## src/design/smwa_pkg.sv

```systemverilog
// shared definitions for the smith-waterman unit
//   base, stream and score widths
//   query and target length limits
//   stream word, score and counter types
//   signed max helper for the scoring datapath
package smwa_pkg;

    // base and stream geometry
    localparam int BASE_W         = 2;
    localparam int STREAM_W       = 32;
    localparam int BASES_PER_WORD = STREAM_W / BASE_W;

    // one systolic cell per query base
    localparam int MAX_QUERY_LEN  = 16;
    localparam int QUERY_LEN_W    = 5;
    localparam int TARGET_LEN_W   = 8;

    // signed score, wide enough for 16 matches of 7 plus headroom
    localparam int SCORE_W        = 10;

    // stream fifo depth and derived counter widths
    localparam int FIFO_DEPTH     = 4;
    localparam int FIFO_CNT_W     = $clog2(FIFO_DEPTH + 1);
    localparam int BASE_CNT_W     = $clog2(BASES_PER_WORD + 1);

    typedef logic [BASE_W-1:0]         base_t;
    // header: bits 4:0 query len or bits 7:0 target len
    // data: base k in bits 2k+1:2k, lsb base first
    typedef logic [STREAM_W-1:0]       stream_word_t;
    typedef logic signed [SCORE_W-1:0] score_t;
    typedef logic [QUERY_LEN_W-1:0]    query_len_t;
    typedef logic [TARGET_LEN_W-1:0]   target_len_t;
    typedef logic [FIFO_CNT_W-1:0]     fifo_cnt_t;
    typedef logic [BASE_CNT_W-1:0]     base_cnt_t;

    // larger of two signed scores
    function automatic score_t max_score(score_t a, score_t b);
        return (a > b) ? a : b;
    endfunction

endpackage

```

## src/design/query_register.sv

```systemverilog
// query register
//   holds one base per systolic cell
//   builds the active mask from the query length
`timescale 1ns/1ns

module query_register (
    input  logic                                              PicoClk,
    input  logic                                              rstSmWa,
    input  logic                                              query_load,
    input  smwa_pkg::stream_word_t                            query_word,
    input  smwa_pkg::query_len_t                              query_len,
    output smwa_pkg::base_t [smwa_pkg::MAX_QUERY_LEN-1:0]     query_bases,
    output logic [smwa_pkg::MAX_QUERY_LEN-1:0]                cell_active
);

    // base k of the word lands in cell k
    always_ff @(posedge PicoClk) begin
        if (query_load) begin
            query_bases <= query_word;
        end
    end

    // cells 0 .. len-1 take part, the rest pass through
    always_ff @(posedge PicoClk) begin
        if (rstSmWa) begin
            cell_active <= '0;
        end else if (query_load) begin
            for (int i = 0; i < smwa_pkg::MAX_QUERY_LEN; i++) begin
                cell_active[i] <= (i < query_len);
            end
        end
    end

endmodule

```

## src/design/smwa_ctrl.sv

```systemverilog
// control fsm
//   consumes query and target headers
//   loads the query, starts the target shifter
//   holds off a new target until the score fifo has room
`timescale 1ns/1ns

module smwa_ctrl (
    input  logic                   PicoClk,
    input  logic                   rstSmWa,
    input  smwa_pkg::stream_word_t q_word,
    input  logic                   q_valid,
    output logic                   q_ready,
    input  smwa_pkg::stream_word_t t_word,
    input  logic                   t_valid,
    output logic                   t_ready,
    input  smwa_pkg::fifo_cnt_t    score_count,
    input  logic                   shifter_busy,
    input  logic                   shifter_word_ready,
    input  logic                   align_done,
    output logic                   query_load,
    output smwa_pkg::query_len_t   query_len,
    output logic                   target_start,
    output smwa_pkg::target_len_t  target_len
);

    typedef enum logic [2:0] {
        S_Q_HDR,
        S_Q_DATA,
        S_ROOM,
        S_T_HDR,
        S_STREAM,
        S_DONE
    } state_t;

    state_t state;

    ////////////////////
    // stream readies
    ////////////////////
    assign q_ready    = (state == S_Q_HDR) || (state == S_Q_DATA);
    // shifter owns the target fifo while streaming
    assign t_ready    = (state == S_T_HDR) || ((state == S_STREAM) && shifter_word_ready);
    // query word goes straight to the register on its transfer
    assign query_load = (state == S_Q_DATA) && q_valid;

    always_ff @(posedge PicoClk) begin
        if (rstSmWa) begin
            state        <= S_Q_HDR;
            target_start <= 1'b0;
            query_len    <= '0;
            target_len   <= '0;
        end else begin
            target_start <= 1'b0;
            case (state)
                S_Q_HDR: begin
                    if (q_valid) begin
                        query_len <= q_word[smwa_pkg::QUERY_LEN_W-1:0];
                        state     <= S_Q_DATA;
                    end
                end
                S_Q_DATA: begin
                    if (q_valid) begin
                        state <= S_ROOM;
                    end
                end
                // keep one slot free for the score in flight
                S_ROOM: begin
                    if (score_count < smwa_pkg::FIFO_DEPTH - 1) begin
                        state <= S_T_HDR;
                    end
                end
                S_T_HDR: begin
                    if (t_valid) begin
                        target_len   <= t_word[smwa_pkg::TARGET_LEN_W-1:0];
                        target_start <= 1'b1;
                        state        <= S_STREAM;
                    end
                end
                // shifter goes busy the cycle after the start pulse
                S_STREAM: begin
                    if (!target_start && !shifter_busy) begin
                        state <= S_DONE;
                    end
                end
                S_DONE: begin
                    if (align_done) begin
                        state <= S_Q_HDR;
                    end
                end
                default: begin
                    state <= S_Q_HDR;
                end
            endcase
        end
    end

    // only one alignment in the array at a time
    a_one_in_flight: assert property (@(posedge PicoClk) disable iff (rstSmWa)
        target_start |=> (!target_start throughout align_done[->1]));

endmodule

```

## src/design/smwa_top.sv

```systemverilog
// smith-waterman top level
//   query, target and score fifos
//   control fsm, query register, target shifter, systolic array
`timescale 1ns/1ns

module smwa_top (
    input  logic                   PicoClk,
    input  logic                   rstSmWa,
    input  logic                   query_valid,
    output logic                   query_ready,
    input  smwa_pkg::stream_word_t query_data,
    input  logic                   target_valid,
    output logic                   target_ready,
    input  smwa_pkg::stream_word_t target_data,
    output logic                   score_valid,
    input  logic                   score_ready,
    output smwa_pkg::score_t       score_data,
    input  smwa_pkg::score_t       match,
    input  smwa_pkg::score_t       mismatch,
    input  smwa_pkg::score_t       gap_open
);

    // fifo outputs into control
    smwa_pkg::stream_word_t                        q_word;
    logic                                          q_valid;
    logic                                          q_ready;
    smwa_pkg::stream_word_t                        t_word;
    logic                                          t_valid;
    logic                                          t_ready;
    smwa_pkg::fifo_cnt_t                           score_count;
    // control to datapath
    logic                                          query_load;
    smwa_pkg::query_len_t                          query_len;
    logic                                          target_start;
    smwa_pkg::target_len_t                         target_len;
    logic                                          shifter_busy;
    logic                                          shifter_word_ready;
    // datapath
    smwa_pkg::base_t [smwa_pkg::MAX_QUERY_LEN-1:0] query_bases;
    logic [smwa_pkg::MAX_QUERY_LEN-1:0]            cell_active;
    smwa_pkg::base_t                               base;
    logic                                          base_valid;
    logic                                          base_first;
    logic                                          base_last;
    smwa_pkg::score_t                              align_score;
    logic                                          align_done;

    ////////////////////
    // stream fifos
    ////////////////////
    stream_fifo #(.payload_t(smwa_pkg::stream_word_t)) u_query_fifo (
        .PicoClk (PicoClk), .rstSmWa (rstSmWa),
        .in_data (query_data), .in_valid (query_valid), .in_ready (query_ready),
        .out_data (q_word), .out_valid (q_valid), .out_ready (q_ready),
        .count ()
    );

    stream_fifo #(.payload_t(smwa_pkg::stream_word_t)) u_target_fifo (
        .PicoClk (PicoClk), .rstSmWa (rstSmWa),
        .in_data (target_data), .in_valid (target_valid), .in_ready (target_ready),
        .out_data (t_word), .out_valid (t_valid), .out_ready (t_ready),
        .count ()
    );

    // room is checked by control before each target, so in_ready stays open
    stream_fifo #(.payload_t(smwa_pkg::score_t)) u_score_fifo (
        .PicoClk (PicoClk), .rstSmWa (rstSmWa),
        .in_data (align_score), .in_valid (align_done), .in_ready (),
        .out_data (score_data), .out_valid (score_valid), .out_ready (score_ready),
        .count (score_count)
    );

    ////////////////////
    // control and datapath
    ////////////////////
    smwa_ctrl u_ctrl (
        .PicoClk (PicoClk), .rstSmWa (rstSmWa),
        .q_word (q_word), .q_valid (q_valid), .q_ready (q_ready),
        .t_word (t_word), .t_valid (t_valid), .t_ready (t_ready),
        .score_count (score_count),
        .shifter_busy (shifter_busy), .shifter_word_ready (shifter_word_ready),
        .align_done (align_done),
        .query_load (query_load), .query_len (query_len),
        .target_start (target_start), .target_len (target_len)
    );

    query_register u_query_reg (
        .PicoClk (PicoClk), .rstSmWa (rstSmWa),
        .query_load (query_load), .query_word (q_word), .query_len (query_len),
        .query_bases (query_bases), .cell_active (cell_active)
    );

    target_shifter u_target_shifter (
        .PicoClk (PicoClk), .rstSmWa (rstSmWa),
        .target_start (target_start), .target_len (target_len),
        .word (t_word), .word_valid (t_valid), .word_ready (shifter_word_ready),
        .base (base), .base_valid (base_valid), .base_first (base_first),
        .base_last (base_last), .busy (shifter_busy)
    );

    systolic_array u_array (
        .PicoClk (PicoClk), .rstSmWa (rstSmWa),
        .query_bases (query_bases), .cell_active (cell_active),
        .match (match), .mismatch (mismatch), .gap_open (gap_open),
        .base (base), .base_valid (base_valid), .base_first (base_first),
        .base_last (base_last),
        .score (align_score), .score_valid (align_done)
    );

endmodule

```

## src/design/stream_fifo.sv

```systemverilog
// synchronous valid/ready fifo
//   circular buffer, payload type set by parameter
//   occupancy count for back-pressure decisions
`timescale 1ns/1ns

module stream_fifo #(
    parameter type payload_t = smwa_pkg::stream_word_t
) (
    input  logic                PicoClk,
    input  logic                rstSmWa,
    input  payload_t            in_data,
    input  logic                in_valid,
    output logic                in_ready,
    output payload_t            out_data,
    output logic                out_valid,
    input  logic                out_ready,
    output smwa_pkg::fifo_cnt_t count
);

    payload_t                                mem [smwa_pkg::FIFO_DEPTH];
    logic [$clog2(smwa_pkg::FIFO_DEPTH)-1:0] wr_ptr;
    logic [$clog2(smwa_pkg::FIFO_DEPTH)-1:0] rd_ptr;
    logic                                    wr_en;
    logic                                    rd_en;

    // full/empty straight from the count
    assign in_ready  = (count != smwa_pkg::FIFO_DEPTH);
    assign out_valid = (count != '0);
    assign out_data  = mem[rd_ptr];
    assign wr_en     = in_valid && in_ready;
    assign rd_en     = out_valid && out_ready;

    always_ff @(posedge PicoClk) begin
        if (rstSmWa) begin
            wr_ptr <= '0;
            rd_ptr <= '0;
            count  <= '0;
        end else begin
            if (wr_en) begin
                wr_ptr <= (wr_ptr == smwa_pkg::FIFO_DEPTH - 1) ? '0 : wr_ptr + 1'b1;
            end
            if (rd_en) begin
                rd_ptr <= (rd_ptr == smwa_pkg::FIFO_DEPTH - 1) ? '0 : rd_ptr + 1'b1;
            end
            count <= count + smwa_pkg::fifo_cnt_t'(wr_en) - smwa_pkg::fifo_cnt_t'(rd_en);
        end
    end

    // storage only, no reset
    always_ff @(posedge PicoClk) begin
        if (wr_en) begin
            mem[wr_ptr] <= in_data;
        end
    end

    // a word offered while full must stay put until there is room
    // the score path never holds its pulse, so this catches a lost score
    a_no_write_when_full: assert property (@(posedge PicoClk) disable iff (rstSmWa)
        (in_valid && !in_ready) |=> (in_valid && $stable(in_data)));

endmodule

```

## src/design/sw_cell.sv

```systemverilog
// one systolic cell
//   computes one row of the local-alignment matrix
//   linear gap scoring, floor at zero
//   running max of its row
`timescale 1ns/1ns

module sw_cell (
    input  logic             PicoClk,
    input  logic             rstSmWa,
    input  smwa_pkg::base_t  query_base,
    input  logic             active,
    input  smwa_pkg::score_t match,
    input  smwa_pkg::score_t mismatch,
    input  smwa_pkg::score_t gap_open,
    input  smwa_pkg::base_t  in_base,
    input  logic             in_valid,
    input  logic             in_first,
    input  logic             in_last,
    input  smwa_pkg::score_t in_h,
    input  smwa_pkg::score_t in_h_diag,
    output smwa_pkg::base_t  out_base,
    output logic             out_valid,
    output logic             out_first,
    output logic             out_last,
    output smwa_pkg::score_t out_h,
    output smwa_pkg::score_t out_h_diag,
    output smwa_pkg::score_t cell_max
);

    smwa_pkg::score_t h_reg;
    smwa_pkg::score_t max_reg;
    smwa_pkg::score_t h_prev;
    smwa_pkg::score_t max_prev;
    smwa_pkg::score_t diag_sc;
    smwa_pkg::score_t up_sc;
    smwa_pkg::score_t left_sc;
    smwa_pkg::score_t h_new;

    //////////////////////
    // score for this column
    //////////////////////
    always_comb begin
        // first base starts a fresh matrix
        h_prev   = in_first ? '0 : h_reg;
        max_prev = in_first ? '0 : max_reg;
        diag_sc  = in_h_diag + ((in_base == query_base) ? match : mismatch);
        up_sc    = in_h + gap_open;
        left_sc  = h_prev + gap_open;
        h_new    = smwa_pkg::max_score(smwa_pkg::max_score(diag_sc, up_sc),
                                       smwa_pkg::max_score(left_sc, '0));
    end

    always_ff @(posedge PicoClk) begin
        if (rstSmWa) begin
            out_valid <= 1'b0;
            h_reg     <= '0;
            max_reg   <= '0;
        end else begin
            out_valid <= in_valid;
            if (in_valid && active) begin
                h_reg   <= h_new;
                max_reg <= smwa_pkg::max_score(max_prev, h_new);
            end
        end
    end

    // to the next cell, qualified by out_valid
    // diag for the next row is this row's value one column back
    always_ff @(posedge PicoClk) begin
        out_base   <= in_base;
        out_first  <= in_first;
        out_last   <= in_last;
        out_h      <= active ? h_new : in_h;
        out_h_diag <= active ? h_prev : in_h_diag;
    end

    // unused rows report nothing
    assign cell_max = active ? max_reg : '0;

endmodule

```

## src/design/systolic_array.sv

```systemverilog
// systolic array
//   chain of MAX_QUERY_LEN cells
//   last mark drains through the chain
//   max over all cell maxima into one score pulse
`timescale 1ns/1ns

module systolic_array (
    input  logic                                          PicoClk,
    input  logic                                          rstSmWa,
    input  smwa_pkg::base_t [smwa_pkg::MAX_QUERY_LEN-1:0] query_bases,
    input  logic [smwa_pkg::MAX_QUERY_LEN-1:0]            cell_active,
    input  smwa_pkg::score_t                              match,
    input  smwa_pkg::score_t                              mismatch,
    input  smwa_pkg::score_t                              gap_open,
    input  smwa_pkg::base_t                               base,
    input  logic                                          base_valid,
    input  logic                                          base_first,
    input  logic                                          base_last,
    output smwa_pkg::score_t                              score,
    output logic                                          score_valid
);

    // slot i feeds cell i, slot MAX_QUERY_LEN is the chain output
    smwa_pkg::base_t  c_base  [smwa_pkg::MAX_QUERY_LEN+1];
    logic             c_valid [smwa_pkg::MAX_QUERY_LEN+1];
    logic             c_first [smwa_pkg::MAX_QUERY_LEN+1];
    logic             c_last  [smwa_pkg::MAX_QUERY_LEN+1];
    smwa_pkg::score_t c_h     [smwa_pkg::MAX_QUERY_LEN+1];
    smwa_pkg::score_t c_diag  [smwa_pkg::MAX_QUERY_LEN+1];
    smwa_pkg::score_t c_max   [smwa_pkg::MAX_QUERY_LEN];
    smwa_pkg::score_t best;

    // row above cell 0 is all zero
    assign c_base[0]  = base;
    assign c_valid[0] = base_valid;
    assign c_first[0] = base_first;
    assign c_last[0]  = base_last;
    assign c_h[0]     = '0;
    assign c_diag[0]  = '0;

    for (genvar i = 0; i < smwa_pkg::MAX_QUERY_LEN; i++) begin : g_cell
        sw_cell u_cell (
            .PicoClk    (PicoClk),
            .rstSmWa    (rstSmWa),
            .query_base (query_bases[i]),
            .active     (cell_active[i]),
            .match      (match),
            .mismatch   (mismatch),
            .gap_open   (gap_open),
            .in_base    (c_base[i]),
            .in_valid   (c_valid[i]),
            .in_first   (c_first[i]),
            .in_last    (c_last[i]),
            .in_h       (c_h[i]),
            .in_h_diag  (c_diag[i]),
            .out_base   (c_base[i+1]),
            .out_valid  (c_valid[i+1]),
            .out_first  (c_first[i+1]),
            .out_last   (c_last[i+1]),
            .out_h      (c_h[i+1]),
            .out_h_diag (c_diag[i+1]),
            .cell_max   (c_max[i])
        );
    end

    ////////////////////
    // max reduction
    ////////////////////
    always_comb begin
        best = '0;
        for (int i = 0; i < smwa_pkg::MAX_QUERY_LEN; i++) begin
            best = smwa_pkg::max_score(best, c_max[i]);
        end
    end

    // last mark leaving the final cell means every row is done
    always_ff @(posedge PicoClk) begin
        if (rstSmWa) begin
            score_valid <= 1'b0;
        end else begin
            score_valid <= c_valid[smwa_pkg::MAX_QUERY_LEN] && c_last[smwa_pkg::MAX_QUERY_LEN];
        end
    end

    always_ff @(posedge PicoClk) begin
        if (c_valid[smwa_pkg::MAX_QUERY_LEN] && c_last[smwa_pkg::MAX_QUERY_LEN]) begin
            score <= best;
        end
    end

    // one score per target, never a held level
    a_score_pulse: assert property (@(posedge PicoClk) disable iff (rstSmWa)
        score_valid |=> !score_valid);

endmodule

```

## src/design/target_shifter.sv

```systemverilog
// target shifter
//   pulls target data words from the fifo on its own
//   shifts out one base per cycle, lsb base first
//   marks first and last base of the target
`timescale 1ns/1ns

module target_shifter (
    input  logic                   PicoClk,
    input  logic                   rstSmWa,
    input  logic                   target_start,
    input  smwa_pkg::target_len_t  target_len,
    input  smwa_pkg::stream_word_t word,
    input  logic                   word_valid,
    output logic                   word_ready,
    output smwa_pkg::base_t        base,
    output logic                   base_valid,
    output logic                   base_first,
    output logic                   base_last,
    output logic                   busy
);

    smwa_pkg::target_len_t  remaining;
    smwa_pkg::base_cnt_t    word_left;
    smwa_pkg::stream_word_t shreg;
    logic                   first_pending;
    smwa_pkg::target_len_t  rem_next;
    logic                   load;

    // remaining counts bases not yet sent
    assign busy       = (remaining != '0);
    assign base_valid = (word_left != '0);
    assign base       = shreg[smwa_pkg::BASE_W-1:0];
    assign base_first = first_pending;
    assign base_last  = base_valid && (remaining == smwa_pkg::target_len_t'(1));

    // fetch ahead on the last base of a word, so no bubble when the fifo keeps up
    assign word_ready = (word_left <= smwa_pkg::base_cnt_t'(1)) && (remaining > word_left);
    assign load       = word_valid && word_ready;
    assign rem_next   = remaining - smwa_pkg::target_len_t'(base_valid);

    always_ff @(posedge PicoClk) begin
        if (rstSmWa) begin
            remaining     <= '0;
            word_left     <= '0;
            first_pending <= 1'b0;
        end else if (target_start) begin
            remaining     <= target_len;
            word_left     <= '0;
            first_pending <= 1'b1;
        end else begin
            remaining <= rem_next;
            if (base_valid) begin
                first_pending <= 1'b0;
            end
            // last word may be partly used
            if (load) begin
                word_left <= (rem_next > smwa_pkg::BASES_PER_WORD) ?
                             smwa_pkg::base_cnt_t'(smwa_pkg::BASES_PER_WORD) :
                             smwa_pkg::base_cnt_t'(rem_next);
            end else if (base_valid) begin
                word_left <= word_left - 1'b1;
            end
        end
    end

    always_ff @(posedge PicoClk) begin
        if (load) begin
            shreg <= word;
        end else if (base_valid) begin
            shreg <= shreg >> smwa_pkg::BASE_W;
        end
    end

    // bases left in the word imply bases left in the target
    a_valid_only_busy: assert property (@(posedge PicoClk) disable iff (rstSmWa)
        base_valid |-> busy);

endmodule

```

## config.mk

```make
export PLATFORM = sky130hd
export DESIGN_NAME = smwa_top
export DESIGN_NICKNAME = d
export VERILOG_FILES = /design/src/design/smwa_pkg.sv /design/src/design/query_register.sv /design/src/design/smwa_ctrl.sv /design/src/design/smwa_top.sv /design/src/design/stream_fifo.sv /design/src/design/sw_cell.sv /design/src/design/systolic_array.sv /design/src/design/target_shifter.sv
export SDC_FILE = /design/constraint.sdc
export NUM_CORES = 2
export LEC_CHECK = 0
export ABC_AREA = 1
export CAP_MARGIN = 20
export CORE_MARGIN = 1
export CORE_UTILIZATION = 59
export DETAILED_ROUTE_END_ITERATION = 6
export DONT_BUFFER_PORTS = 1
export GPL_TIMING_DRIVEN = 0
export PLACE_DENSITY_LB_ADDON = 0.05
export SYNTH_ARGS = -nofsm -noshare
export SYNTH_HDL_FRONTEND = slang
export SYNTH_SLANG_ARGS = --single-unit
```

## constraint.sdc

```tcl
create_clock -name PicoClk -period 24.6 [get_ports PicoClk]
set_clock_uncertainty 0.15 [all_clocks]
set_input_delay 4.92 -clock PicoClk [delete_from_list [all_inputs] [get_ports PicoClk]]
set_output_delay 4.92 -clock PicoClk [all_outputs]
set_load 0.005 [all_outputs]
```

=== Word level (Yosys, flattened, before mapping) ===
Memory sizes are Yosys's and may differ from the RTL's. A register that Yosys moved wholly into a read port is not among the register bits.
Index checks and enable logic that the tools add are counted.

* Add/subtract/negate cells: 60
* Order comparisons: 100
* Equal/unequal tests: 37
* Muxes and demuxes: 206
* Bitwise gates (word level): 1
* Reductions and logical operators: 46

{| class="wikitable"
|+ Operators with widths
! operator !! count
|-
| 2-to-1 mux 10 bit || 172
|-
| > comparator 10 bit || 63
|-
| adder 10 bit || 46
|-
| > comparator 10 x 1 -> 1 bit (second input constant) || 16
|-
| 2-to-1 mux 32 bit || 2
|-
| less-than comparator 4 x 5 -> 1 bit (first input constant) || 8
|-
| equality test 2 bit || 16
|-
| logical AND 1 bit || 29
|-
| 2-to-1 mux 2 bit || 12
|-
| less-than comparator 3 x 5 -> 1 bit (first input constant) || 4
|-
| 2-to-1 mux 3 bit || 6
|-
| one-hot mux 3 bit (6 select lines) || 1
|-
| 2-to-1 mux 5 bit || 3
|-
| adder 2 x 1 -> 2 bit (second input constant) || 6
|-
| equality test 2 bit (second input constant) || 6
|-
| > comparator 1 x 10 -> 1 bit (first input constant) || 1
|-
| less-than comparator 1 x 5 -> 1 bit (first input constant) || 2
|-
| less-than comparator 2 x 5 -> 1 bit (first input constant) || 2
|-
| adder 3 x 1 -> 3 bit || 3
|-
| 2-to-1 mux 1 bit || 9
|-
| != test 3 bit (second input constant) || 3
|-
| nonzero test 3 bit || 3
|-
| subtractor 3 x 1 -> 3 bit || 3
|-
| equality test 8 x 1 -> 1 bit (second input constant) || 1
|-
| 22 further kinds || 33
|}

* Flip-flop bits (word level): 840
* Memory bits (writable): 296
* Output and inout bits: 13
* Word-level logic and storage cells: 613
* Memories kept: 3

{| class="wikitable"
|+ Memory list
! memory !! depth !! bits a word !! rd ports !! clocked after Yosys merged registers in !! write ports !! line !! text
|-
| u_query_fifo.mem || 4 || 32 || 1 || 1 || 1 || stream_fifo.sv:20 || <nowiki>payload_t mem [smwa_pkg::FIFO_DEPTH];</nowiki>
|-
| u_target_fifo.mem || 4 || 32 || 1 || 1 || 1 || stream_fifo.sv:20 ||
|-
| u_score_fifo.mem || 4 || 10 || 1 || 1 || 1 || stream_fifo.sv:20 ||
|}

=== Logic depth before layout (Yosys ltp) ===
* Word-level depth: 33
* Gate-level depth with buffers: 219
* Mapped depth without buffers: 204

=== Modules after synthesis ===
From an unflattened synthesis, not the netlist that was laid out.

* Cell total of the unflattened synthesis: 13180
* Area total of the unflattened synthesis: 97484.7 um2

{| class="wikitable"
|+ By module, submodules not included
! module !! instances !! cells each !! area an instance (um2) !! seq. area each (um2)
|-
| sw_cell at u_array.g_cell[11].u_cell ... || 6 || 656 || 4533.1 || 900.9
|-
| sw_cell at u_array.g_cell[0].u_cell ... || 3 || 665 || 4518.1 || 900.9
|-
| stream_fifo at u_query_fifo ... || 2 || 372 || 5257.5 || 4023.9
|-
| sw_cell at u_array.g_cell[7].u_cell ... || 2 || 661 || 4509.3 || 900.9
|-
| systolic_array || 1 || 1168 || 7554.7 || 320.3
|-
| sw_cell at u_array.g_cell[12].u_cell || 1 || 660 || 4579.4 || 900.9
|-
| sw_cell at u_array.g_cell[6].u_cell || 1 || 664 || 4568.1 || 900.9
|-
| sw_cell at u_array.g_cell[10].u_cell || 1 || 663 || 4516.8 || 900.9
|-
| sw_cell at u_array.g_cell[9].u_cell || 1 || 662 || 4516.8 || 900.9
|-
| sw_cell at u_array.g_cell[15].u_cell || 1 || 660 || 4415.5 || 900.9
|-
| target_shifter || 1 || 306 || 2618.8 || 1241.2
|-
| stream_fifo at u_score_fifo || 1 || 160 || 1991.9 || 1381.3
|-
| query_register || 1 || 131 || 1687.9 || 1281.2
|-
| smwa_ctrl || 1 || 109 || 748.2 || 340.3
|}

=== Worst setup path before layout ===
OpenSTA, ideal clock, no wires.

* Path kind: register -> register
* Start point: register u_query_reg.cell_active[1] (netlist bit)
* End point: register u_array.score[3], data pin
* Arrival: 24072 ps
* Required time: 24197 ps
* Slack: 126 ps
* Cell stages (with the launch flop): 192
* Buffers on the path: 17
* Path through: dfxtp_1 clkbuf_1 clkbuf_1 nand2_1 ha_1 nand2_2 inv_1 a21oi_1 nand3_1 nand2_1 nand3_2 buf_4 nand3_1 inv_1 ha_1 nand4_1 nor2_1 nand2_1 [156 not listed] nand3_2 inv_2 buf_4 nand2_1 o21ai_0 ha_1 nand2_1 inv_1 nand3_1 nor2_1 nand4_1 nor2_1 nor2_2 nand2_1 nand2_2 buf_6 nand4_1 nand2_1

* Longest elaborated chain between the ends: 31

{| class="wikitable"
|+ Ends and longest elaborated chain
! what !! line !! text
|-
| from (decl) || query_register.sv:13 || <nowiki>output logic [smwa_pkg::MAX_QUERY_LEN-1:0] cell_active</nowiki>
|-
| from (signal, indexed assignment) || query_register.sv:29 || <nowiki>cell_active[i] <= (i < query_len);</nowiki>
|-
| 2-to-1 mux 10 bit * || sw_cell.sv:78 || <nowiki>assign cell_max = active ? max_reg : '0;</nowiki>
|-
| > comparator 10 bit || smwa_pkg.sv:38 || <nowiki>return (a > b) ? a : b;</nowiki>
|-
| 2-to-1 mux 10 bit * || smwa_pkg.sv:38 ||
|-
| > comparator 10 bit || smwa_pkg.sv:38 ||
|-
| 2-to-1 mux 10 bit * || smwa_pkg.sv:38 ||
|-
| > comparator 10 bit || smwa_pkg.sv:38 ||
|-
| 2-to-1 mux 10 bit * || smwa_pkg.sv:38 ||
|-
| > comparator 10 bit || smwa_pkg.sv:38 ||
|-
| [16 not listed] || -- ||
|-
| 2-to-1 mux 10 bit * || smwa_pkg.sv:38 ||
|-
| > comparator 10 bit || smwa_pkg.sv:38 ||
|-
| 2-to-1 mux 10 bit * || smwa_pkg.sv:38 ||
|-
| > comparator 10 bit || smwa_pkg.sv:38 ||
|-
| 2-to-1 mux 10 bit * || smwa_pkg.sv:38 ||
|-
| > comparator 10 bit || smwa_pkg.sv:38 ||
|-
| 2-to-1 mux 10 bit * || smwa_pkg.sv:38 ||
|-
| named net u_array.best[3] || systolic_array.sv:31 || <nowiki>smwa_pkg::score_t best;</nowiki>
|-
| to (signal assigned) || systolic_array.sv:87 || <nowiki>score <= best;</nowiki>
|-
| to (decl) || systolic_array.sv:19 || <nowiki>output smwa_pkg::score_t score,</nowiki>
|}

The timed path passes the listed nets; every way through them passes the cells marked *.
A chain may end at the register's enable or synchronous reset.

=== Worst setup path in the final report ===
* Start point: register u_query_reg.cell_active[0] (netlist bit)
* End point: register u_array.score[0], data pin

* Longest elaborated chain between the ends: 33

{| class="wikitable"
|+ Ends and longest elaborated chain
! what !! line
|-
| 2-to-1 mux 10 bit * || sw_cell.sv:78
|-
| > comparator 1 x 10 -> 1 bit || smwa_pkg.sv:38
|-
| 2-to-1 mux 10 bit * || smwa_pkg.sv:38
|-
| > comparator 10 bit || smwa_pkg.sv:38
|-
| 2-to-1 mux 10 bit * || smwa_pkg.sv:38
|-
| > comparator 10 bit || smwa_pkg.sv:38
|-
| 2-to-1 mux 10 bit * || smwa_pkg.sv:38
|-
| > comparator 10 bit || smwa_pkg.sv:38
|-
| [18 not listed] || --
|-
| 2-to-1 mux 10 bit * || smwa_pkg.sv:38
|-
| > comparator 10 bit || smwa_pkg.sv:38
|-
| 2-to-1 mux 10 bit * || smwa_pkg.sv:38
|-
| > comparator 10 bit || smwa_pkg.sv:38
|-
| 2-to-1 mux 10 bit * || smwa_pkg.sv:38
|-
| > comparator 10 bit || smwa_pkg.sv:38
|-
| 2-to-1 mux 10 bit * || smwa_pkg.sv:38
|-
| named net u_array.best[0] || systolic_array.sv:31
|}

Marks and branches as above.

==> results.toml <==
[cts]
clkLatencyLatePin_ns = 0.83
root_buffer = "clkbuf_16"
numCtsBuffers = 121
ctsHoldBuffers = 0
cts_max_level = 3
clock_sinks = 1142
clkTransAtPathRegs_ns = 0.07
cts_buffer_depth = 3
cts_tree = "built"

[synth]
synth_mux_area_frac = 0
synth-simple-area-share = 0.2042
synthAdderAreaFrac = 0.1690
synth_compound_gate_area_share = 0.1721
synth_edf_count = 370
synthFlopType = "dfxtp_1"
synth_top_area_share = 0.1875
synth_top_family_by_area = "simple AND/OR/NAND/NOR gates"
ys_seq_elements = 1142
synth_area_um2 = 82430
synth_area_leader_cell = "dfxtp_1"
yosys_warnings = 0
netlist_top_cells_area = "dfxtp_1, ha_1, edfxtp_1"
synth_cell_types = 55
synth_xor_area_frac = 0.05100
ys_seq_area_frac = 0.3223
avgSynthCellArea_um2 = 7.396
syn_inst = 11146
async_reset_ff_frac = 0

[detailed_routing]
ant_nets = 0
vias_per_cell = 5.828
wl_per_cell_um = 20.58
drc = 0
drt_wl_total_um = 276900
dr.first_iter.drc_count = 7807
dr.pass1.iters = 7
vias = 78432

[timing]
rsz0062_at_grt = "true"
setup_violations = 0
period_needed_ns = 23.97
tns_ns = 0
slew_headroom = 0.1505
hold_viol = 0
tightest_slew_ns = 1.274
finalMaxSlewViolations = 0
finalCritPeriodShare = 0.9743
timing.fmax_mhz = 41.72
finalWorstSetupSlack_ns = 0.6312
hold_ws_ns = 0.1303

[worst_setup_path]
cp_data_arrival_time_ns = 24.35
reg2reg_depth = 198
start_kind = "flip-flop"
rr_endpoint = "u_array.score[0]"
crit_fanout = 6
worst-setup-path-type = "reg -> reg"
cp_num_cells = 198
crit_path_end_kind = "flip-flop"
rrSetupSlack_ns = 0.63
slowest_stage = "o21ai_0"
r2r_start = "u_query_reg.cell_active[0]"
worstPathRequired_ns = 24.98
cp_slowest_stage_delay_ns = 0.50
cpMostUsedCell = "nand2_1"
path_delay_family = "simple AND/OR/NAND/NOR gates"
crit_buf_inv = 47

[layout]
fin_area_um2 = 93340
area_growth_pct = 13.23
drive_gt1_frac = 0.06906
final_nets = 12660
num-fill-cells = 11697

[place]
place_ws_ns = -6.088
hpwl_um = 208000
place_area_um2 = 85450
gp_congestion = 1.000
io_buffer_count = 0

[floorplan]
core_um2 = 138000
start_util = 0.5973
fp.dieH_um = 375.8
ios = 112
rows = 136
die_w_um = 375.8
die_area_um2 = 141200

[hold_path]
holdPathStages = 0
worstHoldEndpoint = "u_array.g_cell[10].u_cell.out_last"
worstHoldStart = "u_array.g_cell[9].u_cell.out_last"
holdCritPathClass = "reg -> reg"

[global_routing]
grt_usage = 0.3749
grt_first_pass_wirelength_um = 409100
grt_overflow_total = 0
grt_pass1_vias = 72640
grt_max_degree = 48
antenna_found_initial = 20

[job]
cap_violations = 0

[run_status]
status = "finished, final reports clean"
-- layout by cell type (no fill, tap or decap), drive strengths merged, types with 13 or more instances in the layout --
cell / instances
nand3: 216
o211ai: 292
xor2: 291
inv: 1358
clkbuf: 519
clkinv: 58
nand2: 2751
o22ai: 75
nor4: 40
nor3: 49
clkinvlp: 14
o21bai: 105
buf: 235
nor2: 921
bufinv: 15
fa: 49
nand4: 110
o21ai: 1109
o21a: 13
a21o: 26
conb: 17
edfxtp: 370
xnor2: 189
dfxtp: 772
a211oi: 33
a21oi: 788
o2111ai: 34
o31ai: 14
and2: 13
ha: 1035
-- routing by layer --
layer	track usage	vias up	routed length [um]
met5	0	-	171
met4	0.1767	18	14840
met3	0.07073	771	26220
met2	0.5911	3453	121600
met1	0.4948	36358	114100
li1	-	37832	-
-- layout make-up --
type | instances | area (um2) | area share
Multi-Input combinational cell | 8243 | 50940 | 0.5458
Sequential cell | 1142 | 26570 | 0.2847
Inverter | 1373 | 5224 | 0.05596
Clock buffer | 159 | 3445 | 0.03690
Tap cell | 1863 | 2331 | 0.02497
Timing Repair Buffer | 192 | 2081 | 0.02229
Buffer | 403 | 1757 | 0.01882
Clock inverter | 71 | 962.2 | 0.01031
Antenna cell | 10 | 25.02 | 0.0002681
Timing Repair inverter | 1 | 5.005 | 0.00005362
-- worst reg2reg max path: cells and delay by family (launching register included) --
kind	cells	cell delay [ns]
adders and majority gates	15	4.29
and+or+nand+nor	112	10.36
DFF	1	0.36
AOI/OAI and AO/OA	24	3.87
buffers and inverters	47	4.70
-- logic make-up (layout without fill, tap and decap cells) --
group | after synthesis | count (layout)
AOI/OAI and AO/OA | 2523 | 2523
and+or+nand+nor | 4139 | 4139
buffers and inverters | 1776 | 2199
other | 2 | 27
adders and majority gates | 1084 | 1084
xor gates and xnor gates | 480 | 480
DFF | 1142 | 1142
-- timing repair --
| action | CTS | global route |
|---|---|---|
| pin swaps | 43 | 163 |
| endpoints found under the setup margin | 10 | 10 |
| cloned | 0 | 17 |
| gates resized for setup | 179 | 295 |
| buffers inserted | 38 | 101 |
-- through the flow --
stage / utilization / std cells
2_1_floorplan: - / 11161
3_3_place_gp: 0.6146 / 13024
3_5_place_dp: 0.6192 / 13054
4_1_cts: 0.6570 / 13322
5_1_grt: 0.6762 / 13449
6_report: 0.6764 / 13457
-- cells in the mapped netlist (all sizes together) (110+ instances only) --
library cell and instances:
nor2 921, a21oi 788, nand4 110, edfxtp 370, clkbuf 358, nand2 2751
inv 1356, o211ai 292, xnor2 189, xor2 291, o21ai 1109, ha 1035
dfxtp 772, nand3 216
-- worst max-delay path by stage --
| stage | from | end | slack (ns) |
|---|---|---|---|
| 2_1_floorplan | u_query_reg.cell_active[1] | u_array.score[3] | 0.13 |
| 3_3_place_gp | u_query_reg.cell_active[1] | u_array.score[7] | -5.54 |
| 3_5_place_dp | u_query_reg.cell_active[1] | u_array.score[0] | -6.09 |
| 4_1_cts | u_query_reg.cell_active[0] | u_array.score[0] | 0.04 |
| 5_1_grt | u_query_reg.cell_active[0] | u_array.score[5] | -0.69 |
| 6_report | u_query_reg.cell_active[0] | u_array.score[0] | 0.63 |
Power is left out: the tool's default activity adds up to more than one toggle a clock period on the data nets, which glitch-free logic cannot reach.
